### src/hdl/merge_config.svh
// merge subsystem configuration
// word width, FIFO depth and channel count shared by both packages
`ifndef MERGE_CONFIG_SVH
`define MERGE_CONFIG_SVH

// width of one data word in bits
`define MERGE_DWIDTH 16

// FIFO address width
// 4 address bits give a depth of 16 words
`define MERGE_AWIDTH 4

// number of merged input channels
`define MERGE_NCHAN 2

`endif

### src/hdl/fifo_pkg.sv
// FIFO types
// data word, RAM address and occupancy count used by the FIFO and its users

`include "merge_config.svh"

package fifo_pkg;

   // one data word as it travels through the subsystem
   typedef logic [`MERGE_DWIDTH-1:0] data_t;

   // RAM address inside one FIFO
   typedef logic [`MERGE_AWIDTH-1:0] addr_t;

   // occupancy in words
   // one bit wider than the address so a full FIFO can be counted
   // top bit set means full
   typedef logic [`MERGE_AWIDTH:0] dcount_t;

endpackage: fifo_pkg

### src/hdl/merge_pkg.sv
// merger types
// source channel tag and round-robin priority state

`include "merge_config.svh"

package merge_pkg;

   // channel a word came from
   // travels with each output word as its tag
   typedef enum logic [$clog2(`MERGE_NCHAN)-1:0] {
      CHAN_A,
      CHAN_B
   } chan_t;

   // which channel wins when both FIFOs hold data
   typedef enum logic {
      PRIO_A,
      PRIO_B
   } arb_state_t;

endpackage: merge_pkg

### src/hdl/fifo_rd_if.sv
// FIFO read-side bundle
// look-ahead head, status flags and read strobe between one FIFO and the merger

`timescale 1ns/1ps

interface fifo_rd_if
   import fifo_pkg::*;
();

   // read strobe from the consumer
   logic    re;
   // look-ahead word sitting at the read pointer
   data_t   head;
   // registered empty flag
   logic    empty;
   // words currently held
   dcount_t dcount;

   // FIFO drives head and status, takes the strobe
   modport fifo_side (
      input  re,
      output head,
      output empty,
      output dcount
   );

   // merger side, mirror of the FIFO
   modport merge_side (
      output re,
      input  head,
      input  empty,
      input  dcount
   );

endinterface: fifo_rd_if

### src/hdl/sync_fifo_ram.sv
// synchronous FIFO on dual-ported distributed RAM
// look-ahead head, registered empty flag, occupancy count and full from its top bit
// writes while full and reads while empty are masked

`timescale 1ns/1ps
`include "merge_config.svh"

module sync_fifo_ram
   import fifo_pkg::*;
#(
   parameter int DWIDTH = `MERGE_DWIDTH,
   parameter int AWIDTH = `MERGE_AWIDTH
)(
   input  logic         clk,
   input  logic         arst_n,

   // write side, straight from the producer
   input  data_t        din,
   input  logic         we,

   // read side bundle towards the merger
   fifo_rd_if.fifo_side rd,

   // high when all 2**AWIDTH words are used
   output logic         full
);

   localparam int DEPTH = 2**AWIDTH;

   // pointers wrap naturally at DEPTH
   logic [AWIDTH-1:0] wr_ptr;
   logic [AWIDTH-1:0] rd_ptr;

   // occupancy, one bit wider than the pointers
   logic [AWIDTH:0]   count;
   logic              empty_q;

   // strobes after overflow and underflow masking
   logic              we_ok;
   logic              re_ok;

   // storage, read asynchronously so it maps onto distributed RAM
   logic [DWIDTH-1:0] mem [DEPTH];

   // ----------------------------------------------------------
   // flags and strobe masking
   // ----------------------------------------------------------

   // top count bit is set only at DEPTH words
   assign full  = count[AWIDTH];

   // a write into a full FIFO is dropped
   assign we_ok = we & ~full;
   // a read of an empty FIFO is ignored
   assign re_ok = rd.re & ~empty_q;

   // ----------------------------------------------------------
   // pointers, count and empty
   // ----------------------------------------------------------

   always_ff @(posedge clk) begin
      if (!arst_n) begin
         wr_ptr  <= '0;
         rd_ptr  <= '0;
         count   <= '0;
         empty_q <= 1'b1;
      end else begin
         if (we_ok) begin
            wr_ptr <= wr_ptr + AWIDTH'(1);
         end
         if (re_ok) begin
            rd_ptr <= rd_ptr + AWIDTH'(1);
         end

         case ({we_ok, re_ok})
            // read alone
            // empty once the last word leaves, i.e. count was one
            2'b01: begin
               count   <= count - (AWIDTH+1)'(1);
               empty_q <= ~|count[AWIDTH:1];
            end
            // write alone, never empty afterwards
            2'b10: begin
               count   <= count + (AWIDTH+1)'(1);
               empty_q <= 1'b0;
            end
            // idle, or write and read together
            default: begin
            end
         endcase
      end
   end

   // ----------------------------------------------------------
   // storage
   // ----------------------------------------------------------

   // write port
   // same location may be written while it is read as head
   always_ff @(posedge clk) begin
      if (we_ok) begin
         mem[wr_ptr] <= DWIDTH'(din);
      end
   end

   // look-ahead head, combinational at the read pointer
   assign rd.head   = data_t'(mem[rd_ptr]);

   // status towards the merger
   assign rd.empty  = empty_q;
   assign rd.dcount = dcount_t'(count);

endmodule: sync_fifo_ram

### src/hdl/rr_merge.sv
// round-robin merger
// drains two FIFO look-ahead heads into one output stream tagged by channel
// one word per cycle while out_en is high

`timescale 1ns/1ps

module rr_merge
   import fifo_pkg::*;
   import merge_pkg::*;
(
   input  logic          clk,
   input  logic          arst_n,

   // read sides of the two source FIFOs
   fifo_rd_if.merge_side src_a,
   fifo_rd_if.merge_side src_b,

   // downstream enable level
   input  logic          out_en,

   // merged output stream
   output logic          out_valid,
   output chan_t         out_chan,
   output data_t         out_data
);

   // source has a word on its head
   logic       a_avail;
   logic       b_avail;

   // a read happens this cycle
   logic       grant;
   // channel picked this cycle
   chan_t      sel;
   // head of the picked channel
   data_t      head_sel;

   // tie-break state
   arb_state_t prio;

   // ----------------------------------------------------------
   // grant selection
   // ----------------------------------------------------------

   assign a_avail = ~src_a.empty;
   assign b_avail = ~src_b.empty;

   // only issue a strobe when the output may move
   assign grant   = out_en & (a_avail | b_avail);

   // single source wins alone
   // both present means the priority state decides
   always_comb begin
      case ({a_avail, b_avail})
         2'b11:   sel = (prio == PRIO_A) ? CHAN_A : CHAN_B;
         2'b10:   sel = CHAN_A;
         // 2'b01 and the unused idle case
         default: sel = CHAN_B;
      endcase
   end

   // one strobe at most, never to an empty FIFO
   assign src_a.re = grant & (sel == CHAN_A);
   assign src_b.re = grant & (sel == CHAN_B);

   assign head_sel = (sel == CHAN_A) ? src_a.head : src_b.head;

   // ----------------------------------------------------------
   // priority state
   // ----------------------------------------------------------

   // after every grant the other channel is favoured
   always_ff @(posedge clk) begin
      if (!arst_n) begin
         prio <= PRIO_A;
      end else if (grant) begin
         prio <= (sel == CHAN_A) ? PRIO_B : PRIO_A;
      end
   end

   // ----------------------------------------------------------
   // output register
   // ----------------------------------------------------------

   // one-cycle pulse per granted word
   always_ff @(posedge clk) begin
      if (!arst_n) begin
         out_valid <= 1'b0;
      end else begin
         out_valid <= grant;
      end
   end

   // word and tag captured at the read edge
   always_ff @(posedge clk) begin
      if (grant) begin
         out_chan <= sel;
         out_data <= head_sel;
      end
   end

endmodule: rr_merge

### src/hdl/two_chan_merge_top.sv
// two-channel merge subsystem
// two write-side FIFOs drained by a round-robin merger into one tagged stream

`timescale 1ns/1ps

module two_chan_merge_top
   import fifo_pkg::*;
   import merge_pkg::*;
(
   input  logic    clk,
   input  logic    arst_n,

   // channel A writer
   input  data_t   a_data,
   input  logic    a_we,
   output logic    a_full,
   output dcount_t a_dcount,

   // channel B writer
   input  data_t   b_data,
   input  logic    b_we,
   output logic    b_full,
   output dcount_t b_dcount,

   // merged output
   input  logic    out_en,
   output logic    out_valid,
   output chan_t   out_chan,
   output data_t   out_data
);

   // read-side bundles, one per channel
   fifo_rd_if rd_a ();
   fifo_rd_if rd_b ();

   // ----------------------------------------------------------
   // channel FIFOs
   // ----------------------------------------------------------

   sync_fifo_ram i_fifo_a (
      .clk    (clk),
      .arst_n (arst_n),
      .din    (a_data),
      .we     (a_we),
      .rd     (rd_a.fifo_side),
      .full   (a_full)
   );

   sync_fifo_ram i_fifo_b (
      .clk    (clk),
      .arst_n (arst_n),
      .din    (b_data),
      .we     (b_we),
      .rd     (rd_b.fifo_side),
      .full   (b_full)
   );

   // occupancy goes straight out for monitoring
   assign a_dcount = rd_a.dcount;
   assign b_dcount = rd_b.dcount;

   // ----------------------------------------------------------
   // merger
   // ----------------------------------------------------------

   rr_merge i_merge (
      .clk       (clk),
      .arst_n    (arst_n),
      .src_a     (rd_a.merge_side),
      .src_b     (rd_b.merge_side),
      .out_en    (out_en),
      .out_valid (out_valid),
      .out_chan  (out_chan),
      .out_data  (out_data)
   );

endmodule: two_chan_merge_top

### config.mk
export PLATFORM = sky130hd
export DESIGN_NAME = two_chan_merge_top
export DESIGN_NICKNAME = d
export VERILOG_FILES = /design/src/hdl/fifo_pkg.sv /design/src/hdl/merge_pkg.sv /design/src/hdl/fifo_rd_if.sv /design/src/hdl/sync_fifo_ram.sv /design/src/hdl/rr_merge.sv /design/src/hdl/two_chan_merge_top.sv
export VERILOG_INCLUDE_DIRS = /design/src /design/src/hdl
export SDC_FILE = /design/constraint.sdc
export NUM_CORES = 1
export LEC_CHECK = 0
export BUFFER_PORTS_ARGS = -buffer_cell sky130_fd_sc_hd__buf_2
export CAP_MARGIN = 20
export CORE_MARGIN = 2
export CORE_UTILIZATION = 34
export CTS_CLUSTER_DIAMETER = 60
export CTS_CLUSTER_SIZE = 28
export DETAILED_ROUTE_END_ITERATION = 8
export GPL_TIMING_DRIVEN = 0
export HOLD_SLACK_MARGIN = 0.12
export PLACE_DENSITY = 0.6
export SLEW_MARGIN = 20
export SYNTH_ARGS = -nofsm -noshare
export SYNTH_HDL_FRONTEND = slang
export SYNTH_SLANG_ARGS = --single-unit
### constraint.sdc
create_clock -name clk -period 3.3 [get_ports clk]
set_input_delay 0.165 -clock clk [delete_from_list [all_inputs] [get_ports clk]]
set_output_delay 0.165 -clock clk [all_outputs]
set_load 0.02 [all_outputs]
## Word-level counts from Yosys, hierarchy flattened

Memory sizes are Yosys's and may differ from the RTL's. A register that Yosys moved wholly into a read port is not among the register bits.
Cells that the tools add are included.

| storage, ports and cells | value |
|---|---|
| output and inout port bits | 30 |
| bits in registers | 47 |
| bits of input ports | 37 |
| memories | 2 |
| RAM bits | 512 |

| cells by class | value |
|---|---|
| add/sub/neg operators | 8 |
| reduce and logical (&&, ||, !) cells | 6 |
| multiplexer cells | 16 |
| equality and inequality tests | 6 |
| bitwise operators | 13 |

Memories:

| memory | depth | bits a word | rd ports | clocked after memory_dff | write ports | line | source |
|---|---|---|---|---|---|---|---|
| i_fifo_a.mem | 16 | 16 | 1 | 1 | 1 | sync_fifo_ram.sv:43 | `logic [DWIDTH-1:0] mem [DEPTH];` |
| i_fifo_b.mem | 16 | 16 | 1 | 1 | 1 | sync_fifo_ram.sv:43 |  |

Operators by type and width:

| operator | number |
|---|---|
| 5-bit case mux with 2 select lines | 2 |
| 4-bit by 1-bit adder with 4-bit output (second input constant) | 4 |
| 16-bit 2-to-1 mux | 1 |
| 4-bit 2-to-1 mux | 4 |
| 5-bit by 1-bit adder with 5-bit output (second input constant) | 2 |
| 5-bit by 1-bit subtractor with 5-bit output (second input constant) | 2 |
| 2-bit equality test (second input constant) | 4 |
| 4-bit OR reduction | 2 |
| 1-bit AND | 7 |
| 1-bit 2-to-1 mux | 6 |
| 1-bit case mux with 2 select lines | 3 |
| 1-bit inverter | 5 |
| 2-bit by 1-bit equality test with 1-bit output (second input constant) | 2 |
| 2-bit nonzero test | 2 |
| 1-bit logical NOT | 2 |
| 1-bit bitwise OR | 1 |

## Depth between registers and ports, before layout

| depth | value |
|---|---|
| word-level depth | 8 |
| depth in mapped cells | 11 |

## By module

A second synthesis with hierarchy kept.

| unflattened totals | value |
|---|---|
| cells, all modules | 1062 |
| area, all modules | 22058.7 µm² |

Modules (own cells, without submodules):

| module | area an instance (µm²) | instances | sequential area each (µm²) | cells each |
|---|---|---|---|---|
| sync_fifo_ram | 10600.2 | 2 | 8047.7 | 507 |
| rr_merge | 858.3 | 1 | 550.5 | 48 |

## Least setup slack after synthesis

OpenSTA, ideal clock, no wires.

| timing | value |
|---|---|
| kind | register -> register |
| from | register i_fifo_a.empty_q, in the netlist i_fifo_a.rd.empty |
| to | register i_fifo_b.count[4], in the netlist i_fifo_b.rd.dcount[4] |
| clock period less this slack | 2469 ps |
| cell stages (with the launch flop) | 11 |
| setup time | 76 ps |
| slack | 831 ps |
| data arrival time | 2393 ps |
| buffers on the path | 1 |
| required time | 3224 ps |
| cells stage by stage | dfxtp_1 -> buf_2 -> o211ai_1 -> ha_1 -> inv_1 -> fa_1 -> a21o_1 -> a21oi_1 -> xnor2_1 -> or3_1 -> a21boi_0 |

| between the ends | value |
|---|---|
| longest elaborated chain between the ends | 7 |
| elaborated cells between the ends (all ways) | 12 |
| those cells by class | eq/ne: 4; mux: 2; bitwise: 5; reduce/logical: 1 |

RTL lines:

| element | line | source |
|---|---|---|
| from (decl) | sync_fifo_ram.sv:36 | `logic empty_q;` |
| from (signal assigned) | sync_fifo_ram.sv:80 | `empty_q <= ~\|count[AWIDTH:1];` |
| 1-bit inverter * | rr_merge.sv:45 | `assign a_avail = ~src_a.empty;` |
| 2-bit equality test / 1-bit bitwise OR (equally long branches) | rr_merge.sv:54, rr_merge.sv:49 |  |
| 1-bit case mux with 2 select lines / 1-bit AND (equally long branches) | rr_merge.sv:54, rr_merge.sv:49 |  |
| 1-bit AND * | rr_merge.sv:64 | `assign src_b.re = grant & (sel == CHAN_B);` |
| 1-bit AND * | sync_fifo_ram.sv:55 | `assign re_ok = rd.re & ~empty_q;` |
| 2-bit equality test / 2-bit by 1-bit equality test with 1-bit output (equally long branches) | sync_fifo_ram.sv:75 | `case ({we_ok, re_ok})` |
| 5-bit case mux with 2 select lines / 2-bit nonzero test (equally long branches) | - |  |
| to (signal assigned) | sync_fifo_ram.sv:79 | `count <= count - (AWIDTH+1)'(1);` |
| to (signal assigned) | sync_fifo_ram.sv:84 | `count <= count + (AWIDTH+1)'(1);` |
| to (decl) | sync_fifo_ram.sv:35 | `logic [AWIDTH:0] count;` |

Mark *: on every way between the ends. The rest lies on a longest branch, timed or not.
A chain may end at the register's enable or synchronous reset.

## Worst setup path in the final report

Same ends and word-level chain as after synthesis.

==> reports/qor.yml <==
placement:
  dpl-instance-area_sq_mm: 0.0236
  dp_cells: 2049
  place_congestion: 0.754
  placement.io_buffers: 66
  hpwl_mm: 30.4
  place_ws_ns: 0.401
sta:
  worst_slew_pin_slew_ns: 1.16
  fin_skew_ns: 0.0332
  fin_hold_ws_ns: 0.302
  slew_violations: 0
  setup_slack_ns: 0.406
  clock.fmax_mhz: 345
  finalHoldViolations: 0
  period_minus_slack_ns: 2.89
  rsz0062_at_grt: "no"
  period_share_pct: 87.7
  relSlewSlack_pct: 22.9
  finalSetupViolCount: 0
synthesis:
  ys_warn_count: 0
  synth-xor-area-share_pct: 0.675
  synth_top_family_by_area: "multiplexers"
  netlist_area_sq_mm: 0.0221
  synth_fa_ha_area_share_pct: 1.20
  synth_top_area_share_pct: 72.0
  syn-num-nets: 1182
  synth-compound-area-share_pct: 3.89
  synth_cell_types: 47
  yosys_register_bits: 567
  yosysTopAreaCell: "edfxtp_1"
  netlist_top_cells_area: "edfxtp_1 (72%), mux4_2 (9.4%), mux2i_1 (3.7%)"
  synth_ff_type: "edfxtp_1"
  yosysMostFrequentCell: "edfxtp_1"
  synth_simple_gate_area_share_pct: 3.06
  synth_cells: 1125
  synthMuxAreaShare_pct: 13.6
  synthTopCellsByCount: "edfxtp_1 (529), mux4_2 (92), mux2i_1 (82), and2_1 (52)"
  ys_seq_area_share_pct: 75.4
  synth-edff-count: 529
  async_flop_share_pct: 0
  synth.avg_cell_area_sq_um: 19.6
setup_path:
  worstSetupPathType: "reg -> reg"
  required_ns: 3.78
  crit_end: "i_fifo_b.rd.dcount[4]$_SDFFE_PN0P_"
  worstPathMaxFanout: 9
  crit_start: "i_fifo_a.rd.empty$_SDFFE_PN1P_"
  end_kind: "flop"
  start_kind: "flop"
  reg2reg_to: "i_fifo_b.rd.dcount[4]$_SDFFE_PN0P_"
  r2r-start: "i_fifo_a.rd.empty$_SDFFE_PN1P_"
  arrival_ns: 3.37
  ff2ff_path_depth: 10
  reg2reg_slack_ns: 0.41
cts:
  cts_max_level: 2
  cts_tree: "done"
  cts_made_buffers: 36
  cts_hold_buffers: 35
  root_buffer: "clkbuf_16"
  cts_buffer_depth: 3
  clkLatencyLatePin_ns: 0.58
  cts_resized: 0
  cts.sinks: 567
  post_cts.repair.setup_buffers: 0
  clk_pin_slew_worst_paths_ns: 0.08
floorplan:
  fp.dieW_um: 259
  coreArea_sq_mm: 0.0643
  start_util_pct: 34.3
  rows: 93
  die_h_um: 259
  die_area_sq_mm: 0.0670
  io_pins: 67
run_status:
  outcome: "complete, no violations"
layout:
  final_util_pct: 39.1
  final_area_sq_mm: 0.0252
  stdcell_count: 2146
  layout-drive-gt1-share_pct: 20.8
  nNetsFinal: 1324
  syn_to_final_growth_pct: 14.0
  n_antenna_cell: 0
power:
  powerDensity_mw_per_mm2: 633
  internal_power_mw: 11.7
  irDropWorstVdd_v: 0.000394
  netSwitchingFraction_pct: 26.7
  p_switching_mw: 4.26
  leakagePower_nw: 7.96
  power_frac_clock_pct: 31.3
  power.share.combinational_pct: 15.9
  p_seq_share_pct: 52.8
global_routing:
  antenna_found_initial: 0
  grt_remaining_overflow: 0
  grt_max_degree: 29
  track_usage_pct: 14.7
  grt_pass1_vias: 11200
  grt_pass1_wl_mm: 72.6
hold_path:
  hold_depth: 5
  min_path_type: "in -> reg"
drt:
  routedWlPerCell_um: 22.8
  vias_per_cell: 5.00
  routed_wl_mm: 48.9
  ant_nets: 0
  drt_iter0_drc: 956
  drc: 0
  firstDrtPassIters: 5
  num_vias: 10700
flow_run:
  maxCapViolCount: 0
## worst min-delay path by stage
stage          startpoint                                 end  slack (ns)
6_report             b_we     i_fifo_b.wr_ptr[1]$_SDFFE_PN0P_        0.30
5_1_grt              a_we     i_fifo_a.wr_ptr[1]$_SDFFE_PN0P_        0.37
4_1_cts              b_we     i_fifo_b.wr_ptr[1]$_SDFFE_PN0P_        0.29
3_5_place_dp       arst_n           i_merge.prio$_SDFFE_PN0N_        0.47
3_3_place_gp       arst_n  i_fifo_a.rd.dcount[4]$_SDFFE_PN0P_        0.47
2_1_floorplan   a_data[0]        i_fifo_a.mem[0][0]$_DFFE_PP_        0.26
## metrics by stage
stage / power [mW] / TNS [ns]
final: 15.9 / 0
after floorplan: 10.2 / 0
after global placement: 11.0 / -13.09
after global routing: 16.6 / 0
after CTS: 16.1 / 0
after detailed placement: 11.1 / 0
## flip-flops by register name, summed over array words and instances, names as in the netlist, named ones only
name                cells
i_fifo_a.mem          256
i_fifo_b.mem          256
i_merge.out_data       16
i_fifo_a.rd.dcount      5
i_fifo_b.rd.dcount      5
i_fifo_a.rd_ptr         4
i_fifo_a.wr_ptr         4
i_fifo_b.rd_ptr         4
i_fifo_b.wr_ptr         4
i_fifo_a.rd.empty       1
i_fifo_b.rd.empty       1
i_merge.out_chan        1
i_merge.out_valid       1
i_merge.prio            1
## cell families after synthesis
family / count (synthesis)
adder cells (fa/ha/maj): 20
AO/OA/AOI/OAI: 124
multiplexers: 179
AND/OR/NAND/NOR: 117
XOR/XNOR: 17
flip-flops: 567
buffers and inverters: 101
## layer usage
metal | vias to the layer above | routed length, um | GRT usage (%)
li1 | 4790 | - | -
met1 | 5629 | 21700 | 20.2
met2 | 243 | 23600 | 24.0
met3 | 64 | 2070 | 2.13
met4 | 0 | 1410 | 5.11
met5 | - | 0 | 0
## critical path: stages, from the launching register on
cell and delay (ns):
dfxtp_1 0.30, buf_2 0.19, o211ai_1 0.57, ha_1 0.32
inv_1 0.12, fa_1 0.41, a21o_1 0.18, a21oi_1 0.17
xnor2_1 0.09, or3_1 0.30, a21boi_0 0.17
## cell type report
| cell class | count | area (sq um) |
|---|---|---|
| Inverter | 45 | 169 |
| Sequential cell | 567 | 16600 |
| Timing Repair Buffer | 104 | 751 |
| Buffer | 56 | 297 |
| Fill cell | 5806 | 39200 |
| Clock buffer | 42 | 955 |
| Multi-Input combinational cell | 457 | 4980 |
| Clock inverter | 20 | 287 |
| Tap cell | 855 | 1070 |
## layout by cell type (no fill, tap or decap), types with 6 or more instances in the layout
master	instances
mux2i_1	82
o21ai_0	8
o211ai_1	17
clkbuf_1	21
buf_2	95
xnor2_1	12
dlygate4sd3_1	35
mux4_2	92
dfxtp_1	38
o22ai_1	16
a22oi_1	45
clkbuf_16	37
nor2b_1	10
a21oi_1	6
edfxtp_1	529
and2_1	45
inv_1	45
inv_8	7
a31oi_1	15
nand3_1	6
nor2_1	13
and2_2	7
nand2_1	14
ha_1	18
## power groups by stage
stage / Combinational, mW / Sequential, mW / Clock, mW
finish: 2.53 / 8.42 / 4.98
global route: 2.78 / 8.46 / 5.32
CTS: 2.58 / 8.42 / 5.09
detailed placement: 2.53 / 8.59 / 0
global placement: 2.45 / 8.58 / 0
floorplan: 1.52 / 8.69 / 0
Power figures use the tool's default switching activity.
